<file path="src/hw/max3421_settings.svh">
`ifndef MAX3421_SETTINGS_SVH
`define MAX3421_SETTINGS_SVH

// Core clocks per half SPI clock period
`define MAX_SPI_HALF_DIV 4

// Idle cycles after bus sample, before the first control transfer
`define MAX_INIT_WAIT 64

// Idle cycles after a SETUP or STATUS launch, giving the device time to answer
`define MAX_XFER_WAIT 32

// Idle cycles between a bulk IN launch and the byte count read
`define MAX_POLL_WAIT 48

// Oscillator polls before the bring-up gives up
`define MAX_OSC_POLL_LIMIT 16

// Address handed to the device by SET_ADDRESS
`define MAX_DEV_ADDR 8'h25

// Configuration value sent by SET_CONFIGURATION
`define MAX_DEV_CONFIG 8'h01

// Longest chip access: SUDFIFO command byte plus 8 SETUP bytes
`define MAX_CMD_BYTES 9

`endif

</file>
<file path="src/hw/max3421_pkg.sv">
`default_nettype none

package max3421_pkg;

  // One byte on the SPI link
  typedef logic [7:0] spi_byte_t;

  // MAX3421E register number, bits 7:3 of the command byte
  typedef logic [4:0] reg_addr_t;

  // Byte count of a single SPI frame
  typedef logic [3:0] cmd_len_t;

  // HRSLT field from the HRSL register
  typedef logic [3:0] hrslt_t;

  // Received byte count from RCVBC
  typedef logic [7:0] rcv_count_t;

  // Every chip access the sequencer can ask for
  typedef enum logic [4:0] {
    // Writes
    CMD_FULLDUPLEX,
    CMD_CHIP_RESET,
    CMD_CHIP_UNRESET,
    CMD_POWER,
    CMD_HOSTMODE,
    CMD_IRQ_ENABLE,
    CMD_SAMPLEBUS,
    CMD_PERADDR,
    CMD_SUD_SETADDR,
    CMD_SUD_SETCONFIG,
    CMD_HXFR_SETUP,
    CMD_HXFR_STATUS,
    CMD_HXFR_BULKIN,
    CMD_IRQ_CLEAR,
    // Reads
    CMD_READ_OSC,
    CMD_READ_HRSL,
    CMD_READ_RCVBC
  } cmd_id_t;

endpackage

`default_nettype wire

</file>
<file path="src/hw/max3421_cmd_rom.sv">
`timescale 1ns/100ps
`default_nettype none

`include "max3421_settings.svh"

module max3421_cmd_rom (
  input  max3421_pkg::cmd_id_t   cmd_id,
  output max3421_pkg::spi_byte_t cmd_bytes [`MAX_CMD_BYTES],
  output max3421_pkg::cmd_len_t  cmd_len
);
  import max3421_pkg::*;

  // Chip register numbers
  localparam reg_addr_t REG_SUDFIFO = 5'd4;
  localparam reg_addr_t REG_RCVBC   = 5'd6;
  localparam reg_addr_t REG_USBIRQ  = 5'd13;
  localparam reg_addr_t REG_USBCTL  = 5'd15;
  localparam reg_addr_t REG_PINCTL  = 5'd17;
  localparam reg_addr_t REG_IOPINS1 = 5'd20;
  localparam reg_addr_t REG_HIRQ    = 5'd25;
  localparam reg_addr_t REG_HIEN    = 5'd26;
  localparam reg_addr_t REG_MODE    = 5'd27;
  localparam reg_addr_t REG_PERADDR = 5'd28;
  localparam reg_addr_t REG_HCTL    = 5'd29;
  localparam reg_addr_t REG_HXFR    = 5'd30;
  localparam reg_addr_t REG_HRSL    = 5'd31;

  // Command byte layout: reg[4:0], 0, DIR, ACKSTAT
  function automatic spi_byte_t wr_cmd(input reg_addr_t addr);
    return {addr, 3'b010};
  endfunction

  function automatic spi_byte_t rd_cmd(input reg_addr_t addr);
    return {addr, 3'b000};
  endfunction

  always_comb begin
    // Register accesses are two bytes unless noted
    cmd_bytes = '{default: '0};
    cmd_len   = 4'd2;
    case (cmd_id)
      // FDUPSPI and POSINT
      CMD_FULLDUPLEX: begin
        cmd_bytes[0] = wr_cmd(REG_PINCTL);
        cmd_bytes[1] = 8'h14;
      end
      // CHIPRES set, then cleared
      CMD_CHIP_RESET: begin
        cmd_bytes[0] = wr_cmd(REG_USBCTL);
        cmd_bytes[1] = 8'h20;
      end
      CMD_CHIP_UNRESET: begin
        cmd_bytes[0] = wr_cmd(REG_USBCTL);
        cmd_bytes[1] = 8'h00;
      end
      // GPOUT0 switches VBUS on
      CMD_POWER: begin
        cmd_bytes[0] = wr_cmd(REG_IOPINS1);
        cmd_bytes[1] = 8'h01;
      end
      // DPPULLDN, DMPULLDN, SEPIRQ, HOST
      CMD_HOSTMODE: begin
        cmd_bytes[0] = wr_cmd(REG_MODE);
        cmd_bytes[1] = 8'hC9;
      end
      // HXFRDNIE, SNDBAVIE, RCVDAVIE
      CMD_IRQ_ENABLE: begin
        cmd_bytes[0] = wr_cmd(REG_HIEN);
        cmd_bytes[1] = 8'h8C;
      end
      CMD_SAMPLEBUS: begin
        cmd_bytes[0] = wr_cmd(REG_HCTL);
        cmd_bytes[1] = 8'h04;
      end
      CMD_PERADDR: begin
        cmd_bytes[0] = wr_cmd(REG_PERADDR);
        cmd_bytes[1] = spi_byte_t'(`MAX_DEV_ADDR);
      end
      // SETUP packet: bmRequestType, bRequest, wValue low, rest zero
      CMD_SUD_SETADDR: begin
        cmd_bytes[0] = wr_cmd(REG_SUDFIFO);
        cmd_bytes[2] = 8'h05;
        cmd_bytes[3] = spi_byte_t'(`MAX_DEV_ADDR);
        cmd_len      = 4'd9;
      end
      CMD_SUD_SETCONFIG: begin
        cmd_bytes[0] = wr_cmd(REG_SUDFIFO);
        cmd_bytes[2] = 8'h09;
        cmd_bytes[3] = spi_byte_t'(`MAX_DEV_CONFIG);
        cmd_len      = 4'd9;
      end
      // HXFR token: SETUP, HS-IN, bulk IN on EP0
      CMD_HXFR_SETUP: begin
        cmd_bytes[0] = wr_cmd(REG_HXFR);
        cmd_bytes[1] = 8'h10;
      end
      CMD_HXFR_STATUS: begin
        cmd_bytes[0] = wr_cmd(REG_HXFR);
        cmd_bytes[1] = 8'h80;
      end
      CMD_HXFR_BULKIN: begin
        cmd_bytes[0] = wr_cmd(REG_HXFR);
        cmd_bytes[1] = 8'h00;
      end
      // Clears HXFRDNIRQ, FRAMEIRQ, CONDETIRQ
      CMD_IRQ_CLEAR: begin
        cmd_bytes[0] = wr_cmd(REG_HIRQ);
        cmd_bytes[1] = 8'hE0;
      end
      // Reads get status in byte 0, register value in byte 1
      CMD_READ_OSC:   cmd_bytes[0] = rd_cmd(REG_USBIRQ);
      CMD_READ_HRSL:  cmd_bytes[0] = rd_cmd(REG_HRSL);
      CMD_READ_RCVBC: cmd_bytes[0] = rd_cmd(REG_RCVBC);
      default: ;
    endcase
  end

endmodule

`default_nettype wire

</file>
<file path="src/hw/max3421_spi.sv">
`timescale 1ns/100ps
`default_nettype none

`include "max3421_settings.svh"

module max3421_spi (
  input  logic                   clk_in,
  input  logic                   rst_in,
  input  logic                   cmd_valid,
  input  max3421_pkg::spi_byte_t cmd_bytes [`MAX_CMD_BYTES],
  input  max3421_pkg::cmd_len_t  cmd_len,
  input  logic                   miso,
  output logic                   credit_return,
  output max3421_pkg::spi_byte_t rsp_bytes [`MAX_CMD_BYTES],
  output logic                   n_ss,
  output logic                   sclk,
  output logic                   mosi
);
  import max3421_pkg::*;

  localparam int HALF_DIV = `MAX_SPI_HALF_DIV;
  localparam int DIV_W    = (HALF_DIV > 1) ? $clog2(HALF_DIV) : 1;

  typedef enum logic [1:0] {
    SPI_IDLE,
    SPI_SHIFT,
    SPI_DONE
  } spi_state_t;

  spi_state_t       state;
  logic [DIV_W-1:0] div_cnt;
  logic [2:0]       bit_cnt;
  cmd_len_t         byte_idx;
  cmd_len_t         len;
  spi_byte_t        tx_bytes [`MAX_CMD_BYTES];
  spi_byte_t        rx_shift;

  // Mode 0, MSB first; data is ready before the first rising edge
  assign mosi = (state == SPI_SHIFT) ? tx_bytes[byte_idx][3'd7 - bit_cnt] : 1'b0;

  always_ff @(posedge clk_in) begin
    if (rst_in) begin
      state         <= SPI_IDLE;
      n_ss          <= 1'b1;
      sclk          <= 1'b0;
      div_cnt       <= '0;
      bit_cnt       <= '0;
      byte_idx      <= '0;
      credit_return <= 1'b0;
    end else begin
      credit_return <= 1'b0;
      case (state)
        SPI_IDLE: begin
          // Take the single credit and open the frame
          if (cmd_valid) begin
            state    <= SPI_SHIFT;
            n_ss     <= 1'b0;
            div_cnt  <= '0;
            bit_cnt  <= '0;
            byte_idx <= '0;
          end
        end

        SPI_SHIFT: begin
          if (div_cnt == DIV_W'(HALF_DIV - 1)) begin
            div_cnt <= '0;
            sclk    <= ~sclk;
            if (!sclk) begin
              // Rising edge samples miso
              rx_shift <= {rx_shift[6:0], miso};
              if (bit_cnt == 3'd7) begin
                rsp_bytes[byte_idx] <= {rx_shift[6:0], miso};
              end
            end else begin
              // Falling edge moves to the next bit
              bit_cnt <= bit_cnt + 3'd1;
              if (bit_cnt == 3'd7) begin
                if (byte_idx == len - 4'd1) begin
                  state <= SPI_DONE;
                  n_ss  <= 1'b1;
                end else begin
                  byte_idx <= byte_idx + 4'd1;
                end
              end
            end
          end else begin
            div_cnt <= div_cnt + DIV_W'(1);
          end
        end

        // One cycle with n_ss high before the credit goes back
        SPI_DONE: begin
          state         <= SPI_IDLE;
          credit_return <= 1'b1;
        end

        default: state <= SPI_IDLE;
      endcase
    end
  end

  // Command payload captured with the credit
  always_ff @(posedge clk_in) begin
    if (state == SPI_IDLE && cmd_valid) begin
      tx_bytes <= cmd_bytes;
      len      <= cmd_len;
    end
  end

  // Sequencer must not send while it has no credit
  assert property (@(posedge clk_in) disable iff (rst_in)
    cmd_valid |-> state == SPI_IDLE);

  // Chip select only drops for a live frame
  assert property (@(posedge clk_in) disable iff (rst_in)
    state == SPI_IDLE |-> n_ss);

  // Clock parks low outside a frame
  assert property (@(posedge clk_in) disable iff (rst_in)
    n_ss |-> !sclk);

endmodule

`default_nettype wire

</file>
<file path="src/hw/max3421_seq.sv">
`timescale 1ns/100ps
`default_nettype none

`include "max3421_settings.svh"

module max3421_seq (
  input  logic                    clk_in,
  input  logic                    rst_in,
  input  logic                    credit_return,
  input  max3421_pkg::spi_byte_t  rsp_bytes [`MAX_CMD_BYTES],
  output max3421_pkg::cmd_id_t    cmd_id,
  output logic                    cmd_valid,
  output logic                    n_rst,
  output max3421_pkg::hrslt_t     host_result,
  output logic                    configured,
  output max3421_pkg::rcv_count_t rcv_count,
  output logic                    rcv_valid
);
  import max3421_pkg::*;

  typedef enum logic [4:0] {
    // Chip init
    ST_FULLDUPLEX,
    ST_CHIP_RESET,
    ST_CHIP_UNRESET,
    ST_OSC_POLL,
    ST_POWER,
    ST_HOSTMODE,
    ST_IRQ_ENABLE,
    ST_SAMPLEBUS,
    ST_INIT_WAIT,
    // SET_ADDRESS
    ST_ADDR_PERADDR,
    ST_ADDR_SUD,
    ST_ADDR_SETUP,
    ST_ADDR_SETUP_WAIT,
    ST_ADDR_HRSL,
    ST_ADDR_CLEAR,
    ST_ADDR_STATUS,
    ST_ADDR_STATUS_WAIT,
    ST_ADDR_DONE,
    // SET_CONFIGURATION
    ST_CFG_SUD,
    ST_CFG_SETUP,
    ST_CFG_SETUP_WAIT,
    ST_CFG_HRSL,
    ST_CFG_CLEAR,
    ST_CFG_STATUS,
    ST_CFG_STATUS_WAIT,
    ST_CFG_DONE,
    // Bulk IN loop
    ST_BULK_HXFR,
    ST_BULK_WAIT,
    ST_BULK_RCVBC,
    ST_HALT
  } seq_state_t;

  seq_state_t  state;
  seq_state_t  step_next;
  logic        credit;
  logic        is_cmd;
  logic        is_wait;
  logic [15:0] wait_len;
  logic [15:0] wait_cnt;
  logic [7:0]  osc_tries;

  // Per-state command, wait length and successor
  always_comb begin
    cmd_id    = CMD_READ_OSC;
    is_cmd    = 1'b1;
    is_wait   = 1'b0;
    wait_len  = 16'd1;
    step_next = ST_HALT;
    case (state)
      ST_FULLDUPLEX:   begin cmd_id = CMD_FULLDUPLEX;   step_next = ST_CHIP_RESET;   end
      ST_CHIP_RESET:   begin cmd_id = CMD_CHIP_RESET;   step_next = ST_CHIP_UNRESET; end
      ST_CHIP_UNRESET: begin cmd_id = CMD_CHIP_UNRESET; step_next = ST_OSC_POLL;     end
      ST_OSC_POLL:     begin cmd_id = CMD_READ_OSC;     step_next = ST_POWER;        end
      ST_POWER:        begin cmd_id = CMD_POWER;        step_next = ST_HOSTMODE;     end
      ST_HOSTMODE:     begin cmd_id = CMD_HOSTMODE;     step_next = ST_IRQ_ENABLE;   end
      ST_IRQ_ENABLE:   begin cmd_id = CMD_IRQ_ENABLE;   step_next = ST_SAMPLEBUS;    end
      ST_SAMPLEBUS:    begin cmd_id = CMD_SAMPLEBUS;    step_next = ST_INIT_WAIT;    end

      ST_ADDR_PERADDR: begin cmd_id = CMD_PERADDR;      step_next = ST_ADDR_SUD;     end
      ST_ADDR_SUD:     begin cmd_id = CMD_SUD_SETADDR;  step_next = ST_ADDR_SETUP;   end
      ST_ADDR_SETUP:   begin cmd_id = CMD_HXFR_SETUP;   step_next = ST_ADDR_SETUP_WAIT; end
      ST_ADDR_HRSL:    begin cmd_id = CMD_READ_HRSL;    step_next = ST_ADDR_CLEAR;   end
      ST_ADDR_CLEAR:   begin cmd_id = CMD_IRQ_CLEAR;    step_next = ST_ADDR_STATUS;  end
      ST_ADDR_STATUS:  begin cmd_id = CMD_HXFR_STATUS;  step_next = ST_ADDR_STATUS_WAIT; end
      ST_ADDR_DONE:    begin cmd_id = CMD_IRQ_CLEAR;    step_next = ST_CFG_SUD;      end

      ST_CFG_SUD:      begin cmd_id = CMD_SUD_SETCONFIG; step_next = ST_CFG_SETUP;   end
      ST_CFG_SETUP:    begin cmd_id = CMD_HXFR_SETUP;   step_next = ST_CFG_SETUP_WAIT; end
      ST_CFG_HRSL:     begin cmd_id = CMD_READ_HRSL;    step_next = ST_CFG_CLEAR;    end
      ST_CFG_CLEAR:    begin cmd_id = CMD_IRQ_CLEAR;    step_next = ST_CFG_STATUS;   end
      ST_CFG_STATUS:   begin cmd_id = CMD_HXFR_STATUS;  step_next = ST_CFG_STATUS_WAIT; end
      ST_CFG_DONE:     begin cmd_id = CMD_IRQ_CLEAR;    step_next = ST_BULK_HXFR;    end

      ST_BULK_HXFR:    begin cmd_id = CMD_HXFR_BULKIN;  step_next = ST_BULK_WAIT;    end
      ST_BULK_RCVBC:   begin cmd_id = CMD_READ_RCVBC;   step_next = ST_BULK_HXFR;    end

      // Idle states share the one timer
      ST_INIT_WAIT: begin
        is_cmd    = 1'b0;
        is_wait   = 1'b1;
        wait_len  = 16'(`MAX_INIT_WAIT);
        step_next = ST_ADDR_PERADDR;
      end
      ST_ADDR_SETUP_WAIT, ST_ADDR_STATUS_WAIT, ST_CFG_SETUP_WAIT, ST_CFG_STATUS_WAIT: begin
        is_cmd   = 1'b0;
        is_wait  = 1'b1;
        wait_len = 16'(`MAX_XFER_WAIT);
        case (state)
          ST_ADDR_SETUP_WAIT:  step_next = ST_ADDR_HRSL;
          ST_ADDR_STATUS_WAIT: step_next = ST_ADDR_DONE;
          ST_CFG_SETUP_WAIT:   step_next = ST_CFG_HRSL;
          default:             step_next = ST_CFG_DONE;
        endcase
      end
      ST_BULK_WAIT: begin
        is_cmd    = 1'b0;
        is_wait   = 1'b1;
        wait_len  = 16'(`MAX_POLL_WAIT);
        step_next = ST_BULK_RCVBC;
      end

      // Parked after the oscillator never came up
      default: is_cmd = 1'b0;
    endcase
  end

  // Send as soon as the credit is home
  assign cmd_valid = is_cmd && credit;

  always_ff @(posedge clk_in) begin
    if (rst_in) begin
      state       <= ST_FULLDUPLEX;
      credit      <= 1'b1;
      wait_cnt    <= '0;
      osc_tries   <= '0;
      n_rst       <= 1'b0;
      host_result <= '0;
      configured  <= 1'b0;
      rcv_count   <= '0;
      rcv_valid   <= 1'b0;
    end else begin
      // Chip reset pin released right after our own reset
      n_rst     <= 1'b1;
      rcv_valid <= 1'b0;

      if (cmd_valid) begin
        credit <= 1'b0;
      end
      if (credit_return) begin
        credit <= 1'b1;
      end

      if (is_wait) begin
        if (wait_cnt == wait_len - 16'd1) begin
          wait_cnt <= '0;
          state    <= step_next;
        end else begin
          wait_cnt <= wait_cnt + 16'd1;
        end
      end

      // Command states step on the returned credit
      if (credit_return) begin
        case (state)
          ST_OSC_POLL: begin
            // OSCOKIRQ is USBIRQ bit 0; otherwise the read repeats
            if (rsp_bytes[1][0]) begin
              state <= step_next;
            end else if (osc_tries == 8'(`MAX_OSC_POLL_LIMIT - 1)) begin
              state <= ST_HALT;
            end else begin
              osc_tries <= osc_tries + 8'd1;
            end
          end
          ST_ADDR_HRSL, ST_CFG_HRSL: begin
            host_result <= rsp_bytes[1][3:0];
            state       <= step_next;
          end
          ST_CFG_DONE: begin
            configured <= 1'b1;
            state      <= step_next;
          end
          ST_BULK_RCVBC: begin
            rcv_count <= rsp_bytes[1];
            rcv_valid <= 1'b1;
            state     <= step_next;
          end
          default: state <= step_next;
        endcase
      end
    end
  end

  // The engine only hands back a credit that is out
  assert property (@(posedge clk_in) disable iff (rst_in)
    credit_return |-> !credit);

endmodule

`default_nettype wire

</file>
<file path="src/hw/usb_host_ctrl.sv">
`timescale 1ns/100ps
`default_nettype none

`include "max3421_settings.svh"

module usb_host_ctrl (
  input  logic                    clk_in,
  input  logic                    rst_in,
  input  logic                    miso,
  output logic                    n_rst,
  output logic                    n_ss,
  output logic                    sclk,
  output logic                    mosi,
  output max3421_pkg::hrslt_t     host_result,
  output logic                    configured,
  output max3421_pkg::rcv_count_t rcv_count,
  output logic                    rcv_valid
);
  import max3421_pkg::*;

  // Sequencer to command table
  cmd_id_t   cmd_id;
  spi_byte_t cmd_bytes [`MAX_CMD_BYTES];
  cmd_len_t  cmd_len;

  // Credit link to the SPI engine
  logic      cmd_valid;
  logic      credit_return;
  spi_byte_t rsp_bytes [`MAX_CMD_BYTES];

  max3421_seq u_seq (
    .clk_in        (clk_in),
    .rst_in        (rst_in),
    .credit_return (credit_return),
    .rsp_bytes     (rsp_bytes),
    .cmd_id        (cmd_id),
    .cmd_valid     (cmd_valid),
    .n_rst         (n_rst),
    .host_result   (host_result),
    .configured    (configured),
    .rcv_count     (rcv_count),
    .rcv_valid     (rcv_valid)
  );

  max3421_cmd_rom u_cmd_rom (
    .cmd_id    (cmd_id),
    .cmd_bytes (cmd_bytes),
    .cmd_len   (cmd_len)
  );

  max3421_spi u_spi (
    .clk_in        (clk_in),
    .rst_in        (rst_in),
    .cmd_valid     (cmd_valid),
    .cmd_bytes     (cmd_bytes),
    .cmd_len       (cmd_len),
    .miso          (miso),
    .credit_return (credit_return),
    .rsp_bytes     (rsp_bytes),
    .n_ss          (n_ss),
    .sclk          (sclk),
    .mosi          (mosi)
  );

endmodule

`default_nettype wire

</file>
<file path="config.mk">
export PLATFORM = sky130hd
export DESIGN_NAME = usb_host_ctrl
export DESIGN_NICKNAME = d
export VERILOG_FILES = /design/src/hw/max3421_pkg.sv /design/src/hw/max3421_cmd_rom.sv /design/src/hw/max3421_spi.sv /design/src/hw/max3421_seq.sv /design/src/hw/usb_host_ctrl.sv
export VERILOG_INCLUDE_DIRS = /design/src /design/src/hw
export SDC_FILE = /design/constraint.sdc
export NUM_CORES = 1
export LEC_CHECK = 0
export BUFFER_PORTS_ARGS = -buffer_cell sky130_fd_sc_hd__buf_4
export CORE_ASPECT_RATIO = 1.4
export CORE_MARGIN = 2
export CORE_UTILIZATION = 35
export DETAILED_ROUTE_END_ITERATION = 7
export SLEW_MARGIN = 20
export SYNTH_ARGS = -nofsm -noshare
export SYNTH_HDL_FRONTEND = slang
export SYNTH_HIERARCHICAL = 1
export SYNTH_SLANG_ARGS = --single-unit
</file>
<file path="constraint.sdc">
create_clock -name clk_in -period 4.4 [get_ports clk_in]
set_input_delay 0.88 -clock clk_in [delete_from_list [all_inputs] [get_ports clk_in]]
set_output_delay 0.88 -clock clk_in [all_outputs]
set_load 0.05 [all_outputs]
</file>
# == Word level (Yosys, flattened, before mapping) ==
# Cells that the tools add are included.
# word_totals
input_bits,3
out_inout_bits,18
wordCells,191
regBits,174
# op_classes
reduce_logical,32
eq_ne,57
bitwise,6
muxes,54
n_lt_le_gt_ge,3
add_sub_neg,8
# op_table
operator,count
5-bit one-hot mux with 25 select lines,1
8-bit one-hot mux with 13 select lines,1
5-bit by 4-bit == test with 1-bit output (second input constant),16
5-bit one-hot mux with 16 select lines,1
8-bit one-hot mux with 10 select lines,1
72-bit bitwise mux,1
5-bit == test (second input constant),14
5-bit by 3-bit == test with 1-bit output (second input constant),8
8-bit binary-select mux with 4-bit select,1
8-bit demux with 4-bit select,1
5-bit 2-to-1 mux,6
4-bit 2-to-1 mux,6
8-bit 2-to-1 mux,3
12-bit one-hot mux with 2 select lines,1
23-bit OR reduction,1
7-bit one-hot mux with 3 select lines,1
5-bit by 2-bit == test with 1-bit output (second input constant),4
16-bit by 1-bit adder with 16-bit output (second input constant),1
16-bit == test,1
16-bit 2-to-1 mux,1
2-bit OR reduction,8
5-bit one-hot mux with 3 select lines,1
2-bit 2-to-1 mux,7
1-bit 2-to-1 mux,12
37 further kinds,62

# == Depth between registers and ports, before layout ==
# Gate-level depths: netlist (run 1).
# logic_depth
word_depth,11
mapped_depth,12
ltp_nobuf,11

# == By module ==
# The synthesis (run 1) kept the hierarchy.
# by_module_without_submodules
mod,instances,area_per_inst_um2,seq_area_each_um2,cells_each
max3421_spi,1,6246.0,4934.7,343
max3421_seq,1,2441.1,900.9,308
max3421_cmd_rom,1,827.0,0.0,118

# == Least setup slack after synthesis (run 1) ==
# Ideal clock, no wire load.
# synth_timing
kind,reg-to-reg
start,reg u_seq.state[1]
end,reg u_spi.len[0] (enable)
path_stages_with_launch,9
t_arrival_ns,2.799
required_time_ns,3.970
setup_slack_ns,1.171
setup_ns,0.430
path_buffers,1
period_less_slack_ns,3.229
cell_sequence,dfxtp_1 buf_6 o21ai_0 nand2_1 a21oi_1 a2bb2oi_1 and2_1 nand2_1 inv_1
# synth_between
elab_chain_len,5
word_cells_on_any_way,27
classes_between,eq/ne (22); mux (1); reduce/logical (4)
# synth_lines
item,line,text
"start, declared",max3421_seq.sv:58,seq_state_t state;
"start signal, assigned",max3421_seq.sv:161,state <= step_next;
"start signal, assigned",max3421_seq.sv:173,state <= step_next;
"start signal, assigned",max3421_seq.sv:182,state <= step_next;
5-bit by 1-bit == test with 1-bit output (tied with other cells),max3421_seq.sv:74,case (state)
23-bit OR reduction (no source line) (*),--,
1-bit 2-to-1 mux (*),max3421_seq.sv:74,
1-bit logical AND (*),max3421_seq.sv:133,assign cmd_valid = is_cmd && credit;
named net cmd_valid,usb_host_ctrl.sv:27,logic cmd_valid;
1-bit logical AND (*),max3421_spi.sv:104,if (state == SPI_IDLE && cmd_valid) begin
"end signal, assigned",max3421_spi.sv:106,len <= cmd_len;
"end, declared",max3421_spi.sv:34,cmd_len_t len;
# The timed path passes the listed nets; every way through them passes the cells marked *.
# A chain may end at the register's enable or synchronous reset.

# == Final worst setup path (run 1) ==
# layout_timing
start,reg u_spi.byte_idx[3]
end,out mosi
# layout_between
elab_chain_len,7
# layout_lines
item,line,text
"start, declared",max3421_spi.sv:33,cmd_len_t byte_idx;
"start signal, assigned",max3421_spi.sv:82,byte_idx <= byte_idx + 4'd1;
4-bit NOT with 5-bit output (implied by the code),max3421_spi.sv:39,assign mosi = (state == SPI_SHIFT) ? tx_bytes[byte_idx][3'd7 - bit_cnt] : 1'b0;
8-bit binary-select mux with 4-bit select,max3421_spi.sv:39,
8-bit 2-to-1 mux (implied by the code) (2 in series),max3421_spi.sv:39,
1-bit binary-select mux with 3-bit select,max3421_spi.sv:39,
1-bit 2-to-1 mux (implied by the code),max3421_spi.sv:39,
1-bit 2-to-1 mux,max3421_spi.sv:39,
"end, declared",usb_host_ctrl.sv:13,"output logic mosi,"
# Every way passes these cells. The select of a mux whose other input is x is not followed.

==> metrics.md, run 1 <==
| Metric | Value |
|---|---|
| Critical path arrival | `2940 ps` |
| # Post-CTS Setup Buffers | `0` |
| Fill count | `2054` |
| Kind of cell adding the most delay to the critical path | `flip-flops` |
| Syn. warnings | `6` |
| Fmax | `0.262 GHz` |
| Critical path launch point type | `flip-flop` |
| Worst-path clk slew | `70 ps` |
| Final Max Slew Viols | `0` |
| Layout cells sized above 1 | `12.6%` |
| Vias after detailed routing | `4917` |
| Worst path bufs/invs | `2` |
| H-tree Lvls | `4` |
| Slowest CP cell | `dfxtp_1` |
| Worst setup startpoint | `u_spi/byte_idx[3]` |
| DRC viols | `0` |
| Largest net degree at the start of global routing | `58` |
| Nets | `715` |
| Boundary Pins | `21` |
| Total Neg Setup Slack | `0 ps` |
| Crit Path Category | `reg2out` |
| CTS Hold Bufs | `0` |
| RSZ-0062 raised after global routing | `no` |
| Worst vdd ir | `0.000279 V` |
| Core ar. | `0.0211 sq mm` |
| Post-layout util | `39.2%` |
| Antenna Nets Post-Route | `0` |
| Clock skew | `15.5 ps` |
| Worst hold start | `u_spi/rx_shift[6]` |
| Post-synthesis cell area | `0.00753 sq mm` |
| Initial Utilization | `35.7%` |
| Area Overhead vs Synth | `9.93%` |
| CTS tree | `done` |
| Clk buf depth | `2` |
| Site Rows | `63` |
| Critical Path RT | `3520 ps` |
| Root Driver | `clkbuf_16` |
| Die Footprint | `0.0227 sq mm` |
| Number of global-route vias before repair | `4714` |
| Hold Path Class | `reg2reg` |
| Die height | `178 um` |
| Syn_area_per_cell | `10.8 sq um` |
| Max FO, Critical Path | `20` |
| PortBufs | `20` |
| Cells along the critical path | `clkinv_1, a31oi_1, o22ai_1, mux4_2, a211o_1, buf_4` |
| PostCTS Resize Cnt | `0` |
| Clock sinks | `150` |
| Outcome | `finished, final reports clean` |
| Fin. Hold Viols | `0` |
| Tcrit/Tclk final | `86.8%` |
| Sequential cell area | `0.00391 sq mm` |
| Routed wire per std cell | `14.3 um` |
| Post-placement cell count | `944` |
| Critical path capture point type | `output pin` |
| Slew headroom | `43.7%` |
| Initial antenna violation count | `0` |
| Insertion delay of the later-clocked pin in the worst-skew pair | `430 ps` |
| Total GRT Usage | `13.1%` |
| Non-Filler Instances | `976` |
| Final setup fails | `0` |
| Final WL | `14.0 mm` |
| CTS buffer count | `17` |
| Maximum capacitance violations | `0` |
| Post-synthesis cell count | `695` |
| Die width | `128 um` |
| Critical path's largest stage delay | `780 ps` |
| Diode count | `0` |
| Total grt overflow | `0` |
| Slew @ Worst Pin | `844 ps` |
| First-pass GRT wire length | `23.2 mm` |
| DRT Pass-1 Iters | `5` |
| P_leak | `0.00294 uW` |
| Area taken by multi-input logic gates | `0.00308 sq mm` |
| DP HPWL | `9.33 mm` |
| Min Clock Period, post-route | `3820 ps` |
| Worst reg2reg startpoint | `u_seq/state[1]` |
| GPL Wtd Cong | `0.817` |
| Power density cells | `378 mW/mm^2` |
| DRT iter0 DRCs | `436` |
| Vias per cell | `5.04` |
final timing paths:
path	endpoint	slack, ps	depth (start not counted)
min reg2reg	u_spi/rsp_bytes[63]	430	0
min	u_spi/rsp_bytes[63]	430	0
max	mosi	580	6
max reg2reg	u_spi/tx_bytes[49]	1340	7
sequential cells by signal (all words and copies together) (netlist names):
register and count:
u_seq/wait_cnt 16, u_spi/sclk 1, u_spi/len 4, u_seq/configured 1, u_seq/osc_tries 8, u_seq/host_result 4, u_seq/credit 1, u_spi/byte_idx 4
u_seq/rcv_count 8, u_seq/rcv_valid 1, u_spi/state 2, u_spi/rsp_bytes 8, u_seq/state 5, u_spi/rx_shift 7, u_spi/tx_bytes 72, u_spi/credit_return 1
u_spi/bit_cnt 3, u_spi/n_ss 1, u_seq/n_rst 1, u_spi/div_cnt 2
routing by layer:
layer	track usage [%]	up-vias	wire, um
li1	-	2455	-
met1	15.0	2374	6020
met2	23.1	72	7330
met3	3.23	16	408
met4	5.54	0	242
met5	0	-	0
stage by stage:
step	setup WS (ps)	total power (uW)	hold slack, ps	instance area [sq um]
final	582	3130	426	8280
after global routing	358	3240	445	8280
after CTS	558	3180	430	8280
after detailed placement	1050	1700	414	7670
after global placement	1040	1700	409	7670
after floorplan	1170	1700	400	7730
where the power goes:
group	leakage, uW	internal [uW]	switching [uW]	total, uW
clock network	0.000299	777	691	1470
registers	0.00132	1530	16.9	1550
logic	0.00131	38.4	75.8	114
cell usage in the layout, fill, tap and decap left out, types with 6 or more instances in the layout:
cell / count
edfxtp_1: 91
dfxtp_1: 59
conb_1: 54
nor2_1: 51
nand2_1: 41
a21oi_1: 38
buf_4: 31
nand3_1: 28
nor3_1: 23
o21ai_0: 21
xnor2_1: 19
mux2i_1: 19
inv_1: 18
clkbuf_16: 17
xor2_1: 13
nand2b_1: 11
and3_1: 11
nor2b_1: 9
ha_1: 9
a31oi_1: 8
nor4_1: 8
inv_8: 7
o211ai_1: 7
nand4_1: 6
a211oi_1: 6
o22ai_1: 6
final cells by class:
type | count | share of cell area [%]
inverter | 21 | 0.952
clock inverter | 15 | 2.25
tap | 260 | 3.93
clock buffer | 17 | 5.14
sequential | 150 | 47.3
timing repair buffer | 33 | 3.29
multi-input combinational | 480 | 37.2
No activity file was read; power rests on OpenSTA's default activity.
==> run 2, diff against run 1 <==
- REMOVE_ABC_BUFFERS: default -> 1
==> metrics.md, run 2 (synthesis results as in run 1) <==
| Metric | Value |
|---|---|
| Diode count | `0 (unchanged)` |
| Cells along the critical path | `mux4_1, mux2_2, a31oi_1, o31a_1, a311oi_1, a211o_1, buf_4 (was clkinv_1, a31oi_1, o22ai_1, mux4_2, a211o_1, buf_4)` |
| Boundary Pins | `21 (unchanged)` |
| Critical Path RT | `3520 ps (about the same)` |
| Hold Path Class | `reg2reg (unchanged)` |
| Critical path arrival | `2800 ps (was 2940 ps)` |
| PostCTS Resize Cnt | `0 (unchanged)` |
| Pint | `2400 uW (was 2350 uW)` |
| Die width | `128 um (unchanged)` |
| Placement Setup Slack | `1180 ps (was 1050 ps)` |
| Worst hold start | `u_spi/rx_shift[6] (unchanged)` |
| Worst reg2reg startpoint | `u_seq/state[3] (was u_seq/state[1])` |
| Total GRT Usage | `13.2% (was 13.1%)` |
| Outcome | `finished, final reports clean (unchanged)` |
| Comb power frac | `3.8% (was 3.6%)` |
| Antenna Nets Post-Route | `0 (unchanged)` |
| Kind of cell adding the most delay to the critical path | `multiplexers (was flip-flops)` |
| Cell Area, Placed | `0.00769 sq mm (was 0.00767 sq mm)` |
| Largest register by flop count | `u_spi/tx_bytes (unchanged)` |
| Max reg flops | `72 (unchanged)` |
| Worst-path clk slew | `60 ps (was 70 ps)` |
| Core ar. | `0.0211 sq mm (unchanged)` |
| Hold Path Sink | `u_spi/rsp_bytes[63] (unchanged)` |
| Total Neg Setup Slack | `0 ps (unchanged)` |
| Met3 routed WL | `378 um (was 408 um)` |
| Clock sinks | `150 (unchanged)` |
| DP HPWL | `9.94 mm (was 9.33 mm)` |
| # Post-CTS Setup Buffers | `0 (unchanged)` |
| Initial antenna violation count | `0 (unchanged)` |
| Vias per cell | `4.97 (was 5.04)` |
| Switching power | `659 uW (was 784 uW)` |
| DRC viols | `0 (unchanged)` |
| Most frequent cells in the layout | `91 x edfxtp_1, 59 x dfxtp_1, 54 x conb_1, 51 x nor2_1, 41 x nand2_1 (unchanged)` |
| DRT iter0 DRCs | `274 (was 436)` |
| Root Driver | `clkbuf_16 (unchanged)` |
| Slew headroom | `41.9% (was 43.7%)` |
| Fmax | `0.271 GHz (was 0.262 GHz)` |
| Worst path bufs/invs | `1 (was 2)` |
| Area taken by multi-input logic gates | `0.00308 sq mm (unchanged)` |
| Fin. Hold Viols | `0 (unchanged)` |
| Most common cell after layout, fill and taps aside | `edfxtp_1 (unchanged)` |
| Worst vdd ir | `0.000259 V (was 0.000279 V)` |
| FF-to-FF setup slack | `1380 ps (was 1340 ps)` |
| Regs by FF count | `u_spi/tx_bytes (72), u_seq/wait_cnt (16) (unchanged)` |
| Insertion delay of the later-clocked pin in the worst-skew pair | `420 ps (was 430 ps)` |
| Switching part of the total | `21.5% (was 25.0%)` |
| Max FO, Critical Path | `11 (was 20)` |
| CTS buffer count | `17 (unchanged)` |
| Maximum capacitance violations | `0 (unchanged)` |
| H-tree Lvls | `4 (unchanged)` |
| Sequential power share | `50.7% (was 49.5%)` |
| Fill count | `2063 (was 2054)` |
| Hold Crit Depth | `0 (unchanged)` |
| Met1 wire length | `6.25 mm (was 6.02 mm)` |
| Sequential cell area | `0.00391 sq mm (unchanged)` |
| Vias after detailed routing | `4880 (was 4917)` |
| DRT Pass-1 Iters | `4 (was 5)` |
| Die Footprint | `0.0227 sq mm (unchanged)` |
| CTS tree | `done (unchanged)` |
| Final Max Slew Viols | `0 (unchanged)` |
| Critical path's largest stage delay | `630 ps (was 780 ps)` |
| CTS Hold Bufs | `0 (unchanged)` |
| Tcrit/Tclk final | `83.7% (was 86.8%)` |
| Clk buf depth | `2 (unchanged)` |
| RSZ-0062 raised after global routing | `no (unchanged)` |
| Routed wire per std cell | `14.7 um (was 14.3 um)` |
| Nets | `720 (was 715)` |
| Total grt overflow | `0 (unchanged)` |
| Reg2reg path depth | `7 (unchanged)` |
| Top sig layer | `met4 (unchanged)` |
| Routed length on met2 | `7.43 mm (was 7.33 mm)` |
| Total power draw | `3060 uW (was 3130 uW)` |
| Final setup fails | `0 (unchanged)` |
| P_leak | `0.00295 uW (was 0.00294 uW)` |
| Final instance area | `0.00827 sq mm (was 0.00828 sq mm)` |
| Site Rows | `63 (unchanged)` |
| Final WS setup | `715 ps (was 582 ps)` |
| First-pass GRT wire length | `23.6 mm (was 23.2 mm)` |
| Initial Utilization | `35.7% (unchanged)` |
| Slew @ Worst Pin | `870 ps (was 844 ps)` |
| Crit Path Category | `reg2out (unchanged)` |
| Critical path launch point type | `flip-flop (unchanged)` |
| Largest net degree at the start of global routing | `56 (was 58)` |
| PortBufs | `20 (unchanged)` |
| Die height | `178 um (unchanged)` |
| Layout cells sized above 1 | `12.8% (was 12.6%)` |
| Final WL | `14.4 mm (was 14.0 mm)` |
| Min Clock Period, post-route | `3680 ps (was 3820 ps)` |
| Number of global-route vias before repair | `4689 (was 4714)` |
| GPL Wtd Cong | `0.833 (was 0.817)` |
| Power density cells | `370 mW/mm^2 (was 378 mW/mm^2)` |
| Crit Reg-Reg Endpoint | `u_spi/tx_bytes[28] (was u_spi/tx_bytes[49])` |
| Clock Power Share | `45.4% (was 46.9%)` |
| Critical path capture point type | `output pin (unchanged)` |
| Slowest CP cell | `dfxtp_1 (unchanged)` |
| Clock skew | `10.0 ps (was 15.5 ps)` |
| Worst Hold Slack | `423 ps (was 426 ps)` |
| Area Overhead vs Synth | `9.77% (was 9.93%)` |
run 2: worst max-delay path by stage:
| stage | from | endpoint | slack [ps] | depth (start not counted) |
|---|---|---|---|---|
| 2_1_floorplan | u_seq/state[4] | u_spi/tx_bytes[71] | 170 | 6 |
| 3_3_place_gp | u_spi/byte_idx[2] | mosi | 1190 | 7 |
| 3_5_place_dp | u_spi/byte_idx[2] | mosi | 1180 | 7 |
| 4_1_cts | u_spi/byte_idx[2] | mosi | 690 | 7 |
| 5_1_grt | u_spi/byte_idx[2] | mosi | 620 | 7 |
| 6_report | u_spi/byte_idx[2] | mosi | 720 | 7 |
run 2: power by group through the flow:
stage | Sequential, uW | Combinational, uW | Clock [uW]
3_3_place_gp | 1580 | 116 | 0
5_1_grt | 1560 | 131 | 1490
2_1_floorplan | 1580 | 69.5 | 0
3_5_place_dp | 1580 | 117 | 0
6_report | 1550 | 118 | 1390
4_1_cts | 1550 | 118 | 1430
run 2: layout make-up:
cell class	instances	area share, %
clock buffers	24	6.22
flip-flops and latches	150	47.3
multi-input cells	480	37.2
clock inverters	8	0.726
well taps	260	3.93
repair buffers	38	3.60
inverters	21	0.953
run 2: stage by stage:
step / std cells / utilization (%)
finish: 981 / 39.1
detailed placement: 949 / 36.4
floorplan: 651 / -
global placement: 949 / 36.4
CTS: 981 / 39.1
global route: 981 / 39.1
run 2: per-layer routing:
layer / global-route usage [%] / vias up
met5: 0 / -
met4: 6.50 / 0
met3: 3.26 / 20
met2: 22.3 / 73
met1: 15.8 / 2324
li1: - / 2463
==> run 3, diff against run 2 <==
- clock period: 4.4 -> 3.3 ns (I/O delays scaled with it)
==> metrics.md, run 3 (synthesis results as in run 1) <==
| Metric | Value |
|---|---|
| Final WL | `14.5 mm (was 14.4 mm)` |
| Worst Hold Slack | `430 ps (was 423 ps)` |
| Site Rows | `63 (unchanged)` |
| Clock skew | `12.3 ps (was 10.0 ps)` |
| Maximum capacitance violations | `0 (unchanged)` |
| CTS buffer count | `17 (unchanged)` |
| Initial antenna violation count | `0 (unchanged)` |
| Tcrit/Tclk final | `96.2%` |
| Most common cell after layout, fill and taps aside | `edfxtp_1 (unchanged)` |
| Slew @ Worst Pin | `828 ps (was 870 ps)` |
| Comb power frac | `3.7% (was 3.8%)` |
| P_leak | `0.00300 uW (was 0.00295 uW)` |
| CTS tree | `done (unchanged)` |
| Root Driver | `clkbuf_16 (unchanged)` |
| Switching power | `906 uW (was 659 uW)` |
| DP HPWL | `9.86 mm (was 9.94 mm)` |
| Final setup fails | `0 (unchanged)` |
| Crit Path Category | `reg2out (unchanged)` |
| DRC viols | `0 (unchanged)` |
| Hold Path Sink | `u_spi/rx_shift[0] (was u_spi/rsp_bytes[63])` |
| Max reg flops | `72 (unchanged)` |
| Worst setup startpoint | `u_spi/byte_idx[2] (unchanged)` |
| Nets | `724 (was 720)` |
| Insertion delay of the later-clocked pin in the worst-skew pair | `420 ps (about the same)` |
| Final instance area | `0.00837 sq mm (was 0.00827 sq mm)` |
| Worst hold start | `miso (was u_spi/rx_shift[6])` |
| Worst vdd ir | `0.000298 V (was 0.000259 V)` |
| Fill count | `2052 (was 2063)` |
| Core ar. | `0.0211 sq mm (unchanged)` |
| Worst-path clk slew | `60 ps (about the same)` |
| Max FO, Critical Path | `16 (was 11)` |
| FF-to-FF setup slack | `520 ps (was 1380 ps)` |
| Pint | `3280 uW (was 2400 uW)` |
| Total grt overflow | `0 (unchanged)` |
| Die width | `128 um (unchanged)` |
| Post-layout util | `39.6% (was 39.1%)` |
| Die Footprint | `0.0227 sq mm (unchanged)` |
| Clock Power Share | `46.9% (was 45.4%)` |
| Clk buf depth | `2 (unchanged)` |
| GPL Wtd Cong | `0.775 (was 0.833)` |
| Power density cells | `500 mW/mm^2 (was 370 mW/mm^2)` |
| Reg2reg path depth | `8 (was 7)` |
| Critical Path RT | `2640 ps (was 3520 ps)` |
| Antenna Nets Post-Route | `0 (unchanged)` |
| Number of global-route vias before repair | `4804 (was 4689)` |
| Largest net degree at the start of global routing | `77 (was 56)` |
| Critical path capture point type | `output pin (unchanged)` |
| Crit Reg-Reg Endpoint | `u_spi/tx_bytes[51] (was u_spi/tx_bytes[28])` |
| Most frequent cells in the layout | `91 x edfxtp_1, 57 x dfxtp_1, 54 x conb_1, 51 x nor2_1, 41 x nand2_1 (was 91 x edfxtp_1, 59 x dfxtp_1, 54 x conb_1, 51 x nor2_1, 41 x nand2_1)` |
| Cell Area, Placed | `0.00772 sq mm (was 0.00769 sq mm)` |
| Worst reg2reg startpoint | `u_seq/state[1] (was u_seq/state[3])` |
| Hold Crit Depth | `1 (was 0)` |
| DRT iter0 DRCs | `299 (was 274)` |
| First-pass GRT wire length | `23.7 mm (was 23.6 mm)` |
| H-tree Lvls | `4 (unchanged)` |
| Clock sinks | `150 (unchanged)` |
| Diode count | `0 (unchanged)` |
| RSZ-0062 raised after global routing | `no (unchanged)` |
| Regs by FF count | `u_spi/tx_bytes (72), u_seq/wait_cnt (16) (unchanged)` |
| Largest register by flop count | `u_spi/tx_bytes (unchanged)` |
| Initial Utilization | `35.7% (unchanged)` |
| Outcome | `finished, final reports clean (unchanged)` |
| Die height | `178 um (unchanged)` |
| Routed wire per std cell | `14.7 um (about the same)` |
| Critical path arrival | `2510 ps (was 2800 ps)` |
| Area Overhead vs Synth | `11.2% (was 9.77%)` |
| Area taken by multi-input logic gates | `0.00308 sq mm (unchanged)` |
| Fmax | `0.315 GHz` |
| Total GRT Usage | `13.2% (about the same)` |
| Boundary Pins | `21 (unchanged)` |
| Min Clock Period, post-route | `3170 ps` |
| Sequential power share | `49.4% (was 50.7%)` |
| Total power draw | `4190 uW (was 3060 uW)` |
| PortBufs | `20 (unchanged)` |
| Critical path launch point type | `flip-flop (unchanged)` |
| Sequential cell area | `0.00392 sq mm (was 0.00391 sq mm)` |
| Hold Path Class | `in2reg (was reg2reg)` |
| Vias per cell | `4.97 (about the same)` |
| DRT Pass-1 Iters | `4 (unchanged)` |
| Layout cells sized above 1 | `14.1% (was 12.8%)` |
| Slew headroom | `44.7% (was 41.9%)` |
| Vias after detailed routing | `4900 (was 4880)` |
| Switching part of the total | `21.6% (was 21.5%)` |
| Final Max Slew Viols | `0 (unchanged)` |
| Fin. Hold Viols | `0 (unchanged)` |
==> run 3: cell count changes in the layout (fill, tap and decap cells not counted), sizes merged <==
cell and change:
buf +3, clkinvlp +1, clkbuf -2, bufinv +1, clkinv +1
==> run 3: worst max-delay path, cell delays in order (launching register included) <==
cell	delay, ps
dfxtp_2	420
buf_12	180
mux2_2	330
a21oi_1	190
o221a_2	220
o32ai_1	80
and3_1	200
a211o_1	270
buf_4	190
==> run 3: metrics by stage <==
stage                     TNS [ps]  setup slack (ps)  std cells
after global placement           0               451        952
after floorplan             -17950              -930        651
after CTS                        0              18.2        984
after global routing             0              4.34        985
after detailed placement         0               437        952
final                            0               127        985
==> run 3: metal layers <==
metal | track usage, % | share of wire (%)
met1 | 15.3 | 44
met3 | 3.47 | 2.6
met2 | 22.8 | 51
met4 | 6.00 | 2.3
met5 | 0 | 0
==> run 3: power groups by stage <==
stage / Clock [uW] / Sequential [uW] / Combinational (uW)
after CTS: 2020 / 2070 / 155
after detailed placement: 0 / 2110 / 154
after global routing: 2090 / 2070 / 172
final: 1970 / 2070 / 154
after global placement: 0 / 2110 / 154
after floorplan: 0 / 2110 / 92.6
==> run 3: timing repair <==
action                     4_1_cts  5_1_grt
setup endpoints to repair        1        1
hold buffers                     0        0
pin swaps                        0        0
gates cloned                     0        1
buffers inserted                 0        0
resized for setup                3        4
==> run 3: worst max path at each step <==
stage,endpoint,slack [ps]
floorplan,u_spi/tx_bytes[71],-930
global placement,mosi,450
detailed placement,mosi,440
CTS,mosi,20
global route,mosi,4
finish,mosi,130
==> run 3: final cells by class <==
type,instances,area share (%)
Sequential cell,150,46.8
Tap cell,260,3.88
Clock buffer,21,6.02
Inverter,21,1.00
Clock inverter,11,1.30
Multi-Input combinational cell,480,36.8
Timing Repair Buffer,42,4.27
